===== src/rtl/stream_pkg.sv =====
/*
 * Widths, configuration register map and vector types shared by the block processor.
 * Modules import it inside their body; port lists use scoped names.
 */
package stream_pkg;

    localparam int WORD_W     = 32;
    localparam int LANES      = 4;
    localparam int BLOCK_W    = WORD_W * LANES;
    localparam int CFG_ADDR_W = 3;

    typedef logic [WORD_W-1:0]     word_t;
    typedef logic [BLOCK_W-1:0]    block_t;   // lane 0 in the low word.
    typedef logic [CFG_ADDR_W-1:0] cfg_addr_t;

    // configuration register map.
    localparam cfg_addr_t ADDR_KEY0 = 3'd0;
    localparam cfg_addr_t ADDR_KEY1 = 3'd1;
    localparam cfg_addr_t ADDR_KEY2 = 3'd2;
    localparam cfg_addr_t ADDR_KEY3 = 3'd3;
    localparam cfg_addr_t ADDR_CTRL = 3'd4;

    // control register fields.
    localparam int CTRL_XOR_BIT = 0;
    localparam int CTRL_REV_BIT = 1;

endpackage

===== src/rtl/axis_if.sv =====
/*
 * Valid/ready stream bundle with its clock and reset.
 * Master drives tdata and tvalid, slave answers with tready.
 */
`timescale 1ns/1ps

interface axis_if #(
    parameter int DATA_WIDTH = 32
) (
    input logic clk_i,
    input logic rstn_i
);

    logic [DATA_WIDTH-1:0] tdata;
    logic                  tvalid;
    logic                  tready;

    modport master (
        input  clk_i,
        input  rstn_i,
        input  tready,
        output tdata,
        output tvalid
    );

    modport slave (
        input  clk_i,
        input  rstn_i,
        input  tdata,
        input  tvalid,
        output tready
    );

endinterface


===== src/rtl/axis_dw_conv.sv =====
/*
 * Stream width converter. Gathers narrow words into a wide beat, splits a wide beat
 * into narrow words, or passes through when both widths are equal. Lane 0 goes first.
 */
`timescale 1ns/1ps

module axis_dw_conv #(
    parameter int DATA_WIDTH_IN  = 32,
    parameter int DATA_WIDTH_OUT = 128
) (
    axis_if.master m_axis,
    axis_if.slave  s_axis
);

    logic clk;
    logic rstn;
    logic s_hs;
    logic m_hs;

    assign clk  = s_axis.clk_i;
    assign rstn = s_axis.rstn_i;
    assign s_hs = s_axis.tvalid & s_axis.tready;
    assign m_hs = m_axis.tvalid & m_axis.tready;

    if (DATA_WIDTH_IN > DATA_WIDTH_OUT) begin : g_downsize
        localparam int RATIO = DATA_WIDTH_IN / DATA_WIDTH_OUT;

        logic [$clog2(RATIO)-1:0]                    lane_idx;
        logic                                        last_lane;
        logic                                        busy;
        logic [RATIO-1:0][DATA_WIDTH_OUT-1:0]        data_q;

        assign last_lane = (lane_idx == RATIO - 1);

        always_ff @(posedge clk) begin
            if (!rstn) begin
                lane_idx <= '0;
            end else if (m_hs) begin
                lane_idx <= last_lane ? '0 : lane_idx + 1'b1;
            end
        end

        always_ff @(posedge clk) begin
            if (!rstn) begin
                busy <= 1'b0;
            end else if (s_hs) begin
                busy <= 1'b1;
            end else if (m_hs && last_lane) begin
                busy <= 1'b0;   // idle after the last lane.
            end
        end

        // whole input latched while idle.
        always_ff @(posedge clk) begin
            if (s_hs) begin
                data_q <= s_axis.tdata;
            end
        end

        assign m_axis.tdata  = data_q[lane_idx];
        assign m_axis.tvalid = busy;
        assign s_axis.tready = ~busy;

    end else if (DATA_WIDTH_IN < DATA_WIDTH_OUT) begin : g_upsize
        localparam int RATIO = DATA_WIDTH_OUT / DATA_WIDTH_IN;

        logic [$clog2(RATIO)-1:0]                    lane_idx;
        logic                                        last_lane;
        logic                                        valid_q;
        logic [RATIO-1:0][DATA_WIDTH_IN-1:0]         data_q;

        assign last_lane = (lane_idx == RATIO - 1);

        always_ff @(posedge clk) begin
            if (!rstn) begin
                lane_idx <= '0;
            end else if (s_hs) begin
                lane_idx <= last_lane ? '0 : lane_idx + 1'b1;
            end
        end

        always_ff @(posedge clk) begin
            if (!rstn) begin
                valid_q <= 1'b0;
            end else if (s_hs && last_lane) begin
                valid_q <= 1'b1;
            end else if (m_hs) begin
                valid_q <= 1'b0;
            end
        end

        // a new lane 0 can only land when the held beat leaves.
        always_ff @(posedge clk) begin
            if (s_hs) begin
                data_q[lane_idx] <= s_axis.tdata;
            end
        end

        assign m_axis.tdata  = data_q;
        assign m_axis.tvalid = valid_q;
        assign s_axis.tready = m_axis.tready;

    end else begin : g_bypass
        assign m_axis.tdata  = s_axis.tdata;
        assign m_axis.tvalid = s_axis.tvalid;
        assign s_axis.tready = m_axis.tready;
    end

endmodule


===== src/rtl/block_proc_top.sv =====
/*
 * Stream block processor: gathers four words into a block, masks it, and splits it again.
 * Plain stream and configuration ports; internal stages are joined by stream interfaces.
 */
`timescale 1ns/1ps

module block_proc_top (
    input  logic                    clk_i,
    input  logic                    rstn_i,
    input  stream_pkg::word_t       s_tdata_i,
    input  logic                    s_tvalid_i,
    output logic                    s_tready_o,
    output stream_pkg::word_t       m_tdata_o,
    output logic                    m_tvalid_o,
    input  logic                    m_tready_i,
    input  logic                    cfg_we_i,
    input  stream_pkg::cfg_addr_t   cfg_addr_i,
    input  stream_pkg::word_t       cfg_wdata_i,
    output stream_pkg::word_t       cfg_rdata_o
);

    import stream_pkg::*;

    word_t [LANES-1:0] key;
    logic              xor_en;
    logic              rev_en;

    axis_if #(.DATA_WIDTH(WORD_W)) in_if (
        .clk_i  (clk_i),
        .rstn_i (rstn_i)
    );

    axis_if #(.DATA_WIDTH(BLOCK_W)) blk_if (
        .clk_i  (clk_i),
        .rstn_i (rstn_i)
    );

    axis_if #(.DATA_WIDTH(BLOCK_W)) msk_if (
        .clk_i  (clk_i),
        .rstn_i (rstn_i)
    );

    axis_if #(.DATA_WIDTH(WORD_W)) out_if (
        .clk_i  (clk_i),
        .rstn_i (rstn_i)
    );

    // top-level ports onto the edge interfaces.
    assign in_if.tdata   = s_tdata_i;
    assign in_if.tvalid  = s_tvalid_i;
    assign s_tready_o    = in_if.tready;

    assign m_tdata_o     = out_if.tdata;
    assign m_tvalid_o    = out_if.tvalid;
    assign out_if.tready = m_tready_i;

    axis_dw_conv #(
        .DATA_WIDTH_IN  (WORD_W),
        .DATA_WIDTH_OUT (BLOCK_W)
    ) i_upsize (
        .m_axis (blk_if.master),
        .s_axis (in_if.slave)
    );

    lane_mask_unit i_mask (
        .s_axis   (blk_if.slave),
        .m_axis   (msk_if.master),
        .key_i    (key),
        .xor_en_i (xor_en),
        .rev_en_i (rev_en)
    );

    mask_cfg_regs i_cfg (
        .clk_i       (clk_i),
        .rstn_i      (rstn_i),
        .cfg_we_i    (cfg_we_i),
        .cfg_addr_i  (cfg_addr_i),
        .cfg_wdata_i (cfg_wdata_i),
        .cfg_rdata_o (cfg_rdata_o),
        .key_o       (key),
        .xor_en_o    (xor_en),
        .rev_en_o    (rev_en)
    );

    axis_dw_conv #(
        .DATA_WIDTH_IN  (BLOCK_W),
        .DATA_WIDTH_OUT (WORD_W)
    ) i_downsize (
        .m_axis (out_if.master),
        .s_axis (msk_if.slave)
    );

endmodule


===== src/rtl/lane_mask_unit.sv =====
/*
 * Single-slot register stage that reverses lane order and XORs each lane with a key word
 * as a block enters. Accepts a new block in the cycle the held one leaves.
 */
`timescale 1ns/1ps

module lane_mask_unit (
    axis_if.slave                                       s_axis,
    axis_if.master                                      m_axis,
    input  stream_pkg::word_t [stream_pkg::LANES-1:0]   key_i,
    input  logic                                        xor_en_i,
    input  logic                                        rev_en_i
);

    import stream_pkg::*;

    logic                 clk;
    logic                 rstn;
    logic                 s_hs;
    logic                 m_hs;
    word_t [LANES-1:0]    in_lanes;
    word_t [LANES-1:0]    sel_lanes;
    word_t [LANES-1:0]    mask_lanes;
    block_t               masked;
    block_t               data_q;
    logic                 valid_q;

    assign clk  = s_axis.clk_i;
    assign rstn = s_axis.rstn_i;
    assign s_hs = s_axis.tvalid & s_axis.tready;
    assign m_hs = m_axis.tvalid & m_axis.tready;

    assign in_lanes = s_axis.tdata;

    // output lane j from lane 3-j when reversed, then keyed.
    always_comb begin
        for (int j = 0; j < LANES; j++) begin
            sel_lanes[j]  = rev_en_i ? in_lanes[LANES-1-j] : in_lanes[j];
            mask_lanes[j] = xor_en_i ? (sel_lanes[j] ^ key_i[j]) : sel_lanes[j];
        end
    end

    assign masked = mask_lanes;

    always_ff @(posedge clk) begin
        if (!rstn) begin
            valid_q <= 1'b0;
        end else if (s_hs) begin
            valid_q <= 1'b1;
        end else if (m_hs) begin
            valid_q <= 1'b0;
        end
    end

    always_ff @(posedge clk) begin
        if (s_hs) begin
            data_q <= masked;
        end
    end

    assign s_axis.tready = ~valid_q | m_axis.tready;   // empty or draining.
    assign m_axis.tdata  = data_q;
    assign m_axis.tvalid = valid_q;

endmodule


===== src/rtl/mask_cfg_regs.sv =====
/*
 * Key and control registers for the lane mask unit.
 * Written by strobe and address; readback is combinational from the address.
 */
`timescale 1ns/1ps

module mask_cfg_regs (
    input  logic                                        clk_i,
    input  logic                                        rstn_i,
    input  logic                                        cfg_we_i,
    input  stream_pkg::cfg_addr_t                       cfg_addr_i,
    input  stream_pkg::word_t                           cfg_wdata_i,
    output stream_pkg::word_t                           cfg_rdata_o,
    output stream_pkg::word_t [stream_pkg::LANES-1:0]   key_o,
    output logic                                        xor_en_o,
    output logic                                        rev_en_o
);

    import stream_pkg::*;

    word_t [LANES-1:0] key_q;
    logic  [1:0]       ctrl_q;

    always_ff @(posedge clk_i) begin
        if (!rstn_i) begin
            key_q  <= '0;
            ctrl_q <= '0;
        end else if (cfg_we_i) begin
            case (cfg_addr_i)
                ADDR_KEY0: key_q[0] <= cfg_wdata_i;
                ADDR_KEY1: key_q[1] <= cfg_wdata_i;
                ADDR_KEY2: key_q[2] <= cfg_wdata_i;
                ADDR_KEY3: key_q[3] <= cfg_wdata_i;
                ADDR_CTRL: begin
                    ctrl_q[CTRL_XOR_BIT] <= cfg_wdata_i[CTRL_XOR_BIT];
                    ctrl_q[CTRL_REV_BIT] <= cfg_wdata_i[CTRL_REV_BIT];
                end
                default: ;   // write to an unmapped address is dropped.
            endcase
        end
    end

    always_comb begin
        case (cfg_addr_i)
            ADDR_KEY0: cfg_rdata_o = key_q[0];
            ADDR_KEY1: cfg_rdata_o = key_q[1];
            ADDR_KEY2: cfg_rdata_o = key_q[2];
            ADDR_KEY3: cfg_rdata_o = key_q[3];
            ADDR_CTRL: cfg_rdata_o = {{(WORD_W-2){1'b0}}, ctrl_q};
            default:   cfg_rdata_o = '0;
        endcase
    end

    assign key_o    = key_q;
    assign xor_en_o = ctrl_q[CTRL_XOR_BIT];
    assign rev_en_o = ctrl_q[CTRL_REV_BIT];

endmodule


===== config.mk =====
export PLATFORM = sky130hd
export DESIGN_NAME = block_proc_top
export DESIGN_NICKNAME = d
export VERILOG_FILES = /design/src/rtl/stream_pkg.sv /design/src/rtl/axis_if.sv /design/src/rtl/axis_dw_conv.sv /design/src/rtl/block_proc_top.sv /design/src/rtl/lane_mask_unit.sv /design/src/rtl/mask_cfg_regs.sv
export SDC_FILE = /design/constraint.sdc
export NUM_CORES = 1
export LEC_CHECK = 0
export ABC_AREA = 1
export ABC_CLOCK_PERIOD_IN_PS = 14830
export BUFFER_PORTS_ARGS = -buffer_cell sky130_fd_sc_hd__buf_2
export CORE_MARGIN = 1
export CORE_UTILIZATION = 55
export DETAILED_ROUTE_END_ITERATION = 7
export PLACE_DENSITY = 0.73
export SLEW_MARGIN = 20
export SYNTH_ARGS = -nofsm -noshare
export SYNTH_HDL_FRONTEND = slang
export SYNTH_SLANG_ARGS = --single-unit

===== constraint.sdc =====
create_clock -name clk_i -period 14.83 [get_ports clk_i]
set_input_delay 2.966 -clock clk_i [delete_from_list [all_inputs] [get_ports clk_i]]
set_output_delay 2.966 -clock clk_i [all_outputs]
set_load 0.05 [all_outputs]

; Yosys cells after proc, flatten, opt, wreduce, memory -nomap -nowiden
; Index checks and enable logic that the tools add are counted.
[totals]
regBits = 521
out_inout_bits = 66
[classes]
add_sub_neg = 2
magnitude_cmp = 3
eq_ne = 6
n_mux = 22
n_bitwise = 11
reduce_logical = 12
[op_table]
columns = cell, count
row1 = $mux 32, 10
row2 = $pmux 32 s5, 1
row3 = $bwmux 128, 1
row4 = $xor 32x32->32, 4
row5 = $bmux 32 s2, 1
row6 = $demux 32 s2, 1
row7 = $reduce_and 2->1, 5
row8 = $eq 3x2->1 const B, 2
row9 = $lt 2x3->1 const B, 2
row10 = $mux 1, 6
row11 = $reduce_bool 2->1, 3
row12 = $add 2x1->2 const B, 2
row13 = $and 1x1->1, 4
row14 = $eq 2x2->1 const B, 2
row15 = $mux 2, 2
row16 = $eq 3x1->1 const B, 1
row17 = $eq 3x3->1 const B, 1
row18 = $logic_and 1x1->1, 3
row19 = $logic_not 3->1, 1
row20 = $ge 2x1->1 const B, 1
row21 = $not 1->1, 2
row22 = $or 1x1->1, 1

; Logic depth before layout (Yosys ltp)
[logic_depth]
depth_word = 5
depth_mapped = 8

; Modules after synthesis
; A second synthesis with hierarchy kept.
[hier_totals]
cells_unflattened = 2966
area_unflattened_um2 = 24684.9
[modules_own_cells]
columns = mod, n_inst, cells_each, area_each_um2, seq_area_each_um2
row1 = lane_mask_unit, 1, 1329, 8733.4, 3863.7
row2 = mask_cfg_regs, 1, 954, 6323.6, 2602.5
row3 = axis_dw_conv at i_downsize, 1, 524, 5566.6, 3903.7
row4 = axis_dw_conv at i_upsize, 1, 159, 4061.4, 3903.7

; Least setup slack after synthesis
; OpenSTA, ideal clock, no wires.
[synth_timing]
kind = input port to output port
startpoint = in cfg_addr_i[2]
endpoint = out cfg_rdata_o[10]
t_arrival_ns = 4.141
setup_slack_ns = 7.723
stages = 6
n_path_buf = 3
cell_sequence = buf_2 > inv_2 > buf_4 > clkbuf_1 > nand3_1 > nand4_1
[synth_via]
elab_chain_cells = 2
word_cells_on_any_way = 6
cone_classes = eq/ne: 4 / mux: 1 / reduce/logical: 1
[synth_rtl]
columns = item, line_no
row1 = "start, declared", block_proc_top.sv:17  ; input stream_pkg::cfg_addr_t cfg_addr_i,
row2 = "$eq 3x3->1, or another cell as far along", mask_cfg_regs.sv:44  ; case (cfg_addr_i)
row3 = $pmux 32 s5 (*), mask_cfg_regs.sv:44
row4 = "end, declared", block_proc_top.sv:19  ; output stream_pkg::word_t cfg_rdata_o
; Mark *: on every way between the ends. The rest lies on a longest branch, timed or not.

; Worst setup path in the final report
[layout_timing]
startpoint = in cfg_addr_i[0]
endpoint = out cfg_rdata_o[31]
; Same word-level chain as after synthesis.

==> metrics.txt <==
outcome complete, but fails checks; failing checks design-rule violations; total number of vias 16.7k; Synth warnings 0; clk_skew 0.0248 ns; synthesized area 22,700 sq um; Die X 205 um; first-pass GRT wire length 86.6 mm; RSZ-0062 raised after global routing false; Post-Syn Area per Cell 9.55 sq um; cell family with most CP delay buffers and inverters; Post-Layout Cell Count 3,024; CP arrival 5.51 ns; Final Setup Violations 0; Chip Height 205 um; hold buffer count at CTS 0; remaining routing DRC violations 2; hold slack 0.398 ns; Slowest cell on crit path inv_2; Top-Level Pins 138; Util after Layout 0.625; synthesized netlist net count 2,451; Critical Path RT 11.86 ns; IO Port Bufs 137; Final Cycle Share 0.572; die area 42,000 sq um; DRT iter0 DRCs 1,868; worst setup path start cfg_addr_i[0]; setup bufs post-CTS 0; Synth area leaders edfxtp_1, nand2_1, dfxtp_1; layout cells sized above 1 0.107; Critical Path Source Type primary input; Yosys reg bits 521; CP bufs+invs 5; f_max 0.118 GHz; gr usage total 0.271; CP Depth 8; CTS tree done; clk_lat worst skew 0.59 ns; Final nets 2,521; VDD IR max 87.4 uV; FF-to-FF setup slack 12.21 ns; htree depth 2; vias per inst 5.53; initial antenna violation count 6; Pre-Repair DR Iteration Count 8; fin crit period 8.48 ns; DRT antenna net count 0; setup TNS 0 ns; Worst Path Class, Setup in -> out; Critical Path Sink cfg_rdata_o[31]; Root Buffer clkbuf_16; Placer Congestion 0.868; num rows 74; PwrDens 125 nW/um^2; Area Overhead vs Synth 12.3%; static leakage 10.1 nW; Hold Violations, Final 0; crit-path cells buf_2, inv_2, nand3_1, inv_1, buf_4, nand2_1, nand4_1, buf_2; Worst Setup End Kind primary output; Synth top area share 0.509; Seq/Total Area, Yosys 0.630; Worst Tran Pin Value 1.19 ns; Reg-to-Reg Start i_downsize.m_axis.tvalid; vias in the first global route 15.8k; clk buf depth 3; clock-pin slew on the worst setup and hold paths 0.06 ns; Initial Util 0.557; Core ar. 40,700 sq um; Hold/Removal Path Class reg -> reg; total gr overflow 0; post-DP HPWL 33.2 mm; library cells used by synthesis 22; Worst Reg-to-Reg Cells 5; CP max FO 34; Max-Slew Margin vs Limit 0.207; Pwr Total 3.18 mW; FF-to-FF End i_mask.m_axis.tdata[82]; largest net degree at the start of global routing 102; post-synthesis cell count 2,374; Top cell by count, worst path buf_2; dpl cells 2,922; routed len/inst 18.8 um; post_cts resized 0; TritonCTS Buffers 52; Sink Count 521; MaxCap Viol Count 0; Yosys top cell by area edfxtp_1; Final Max Tran Viols 0; Worst path max stage delay 0.64 ns; DRT Wirelength 56.7 mm
==> final cells by class <==
cell class              count  area, sq um
fillers                  3232        15300
flip-flops and latches    521        14300
multi-input cells        1498         7020
clock buffers              70         1440
repair buffers            159          856
inverters                 212          801
well taps                 532          666
clock inverters            28          383
diodes                      4         10.0
==> per-layer routing <==
metal / wire length (um) / track usage / vias up
met5: 13 / 0 / -
met4: 1870 / 0.109 / 2
met3: 4930 / 0.0447 / 136
met2: 26800 / 0.448 / 806
met1: 23100 / 0.358 / 7892
li1: - / - / 7884
==> cells by family (layout without fill, tap and decap cells) <==
kind of cell | after synthesis | after routing | synth area share
AND/OR/NAND/NOR | 1228 | 1228 | 0.222
XOR/XNOR | 128 | 128 | 0.0494
other | 0 | 4 | 0
flip-flops | 521 | 521 | 0.630
buffers and inverters | 355 | 469 | 0.0641
adder cells (fa/ha/maj) | 5 | 5 | 0.00276
AO/OA/AOI/OAI | 137 | 137 | 0.0320
==> sequential cells by signal, summed over array words and instances (netlist names) <==
signal,count
i_downsize.g_downsize.data_q,128
i_upsize.g_upsize.lane_idx,2
i_upsize.m_axis.tdata,128
i_cfg.ctrl_q,2
i_downsize.g_downsize.lane_idx,2
i_cfg.key_o,128
i_downsize.m_axis.tvalid,1
i_upsize.m_axis.tvalid,1
i_mask.m_axis.tvalid,1
i_mask.m_axis.tdata,128
==> report_power, final <==
part,leakage (nW),switching [mW],internal (mW)
combinational,4.64,0.132,0.0470
sequential,4.60,0.0206,1.59
clock,0.885,0.543,0.840
total,10.1,0.696,2.48
==> metrics by stage <==
stage          cell area [sq um]  worst slack (ns)
6_report                   25500              6.35
5_1_grt                    25500              6.28
4_1_cts                    25500              6.44
3_5_place_dp               23600              6.45
3_3_place_gp               23600              6.50
2_1_floorplan              22700              7.72
==> cells in the mapped netlist, drive strengths merged <==
master	instances
ha	5
nand4	131
nor2	276
clkinv	1
inv	211
nand3	68
o22ai	32
a21oi	38
edfxtp	384
dfxtp	137
nor3	1
o21ai	67
buf	93
xor2	128
clkbuf	50
nand2	752
==> how the worst min path moves through the flow <==
stage / startpoint / endpoint / cells past startpoint
6_report: i_mask.m_axis.tdata[77] / i_downsize.g_downsize.data_q[77] / 0
2_1_floorplan: i_mask.m_axis.tdata[0] / i_downsize.g_downsize.data_q[0] / 0
3_3_place_gp: i_mask.m_axis.tdata[109] / i_downsize.g_downsize.data_q[109] / 0
3_5_place_dp: i_mask.m_axis.tdata[106] / i_downsize.g_downsize.data_q[106] / 0
4_1_cts: i_mask.m_axis.tdata[77] / i_downsize.g_downsize.data_q[77] / 0
5_1_grt: i_mask.m_axis.tdata[127] / i_downsize.g_downsize.data_q[127] / 0
==> cells in the final DEF (no fill, tap or decap), drive strengths merged <==
master,instances
edfxtp,384
bufinv,9
inv,215
nand2,752
clkbuf,70
nand4,131
diode,4
ha,5
nand3,68
clkinvlp,4
nor2,276
o21ai,67
o22ai,32
dfxtp,137
a21oi,38
nor3,1
xor2,128
buf,159
clkinv,12
No activity file was read; power rests on OpenSTA's default activity.
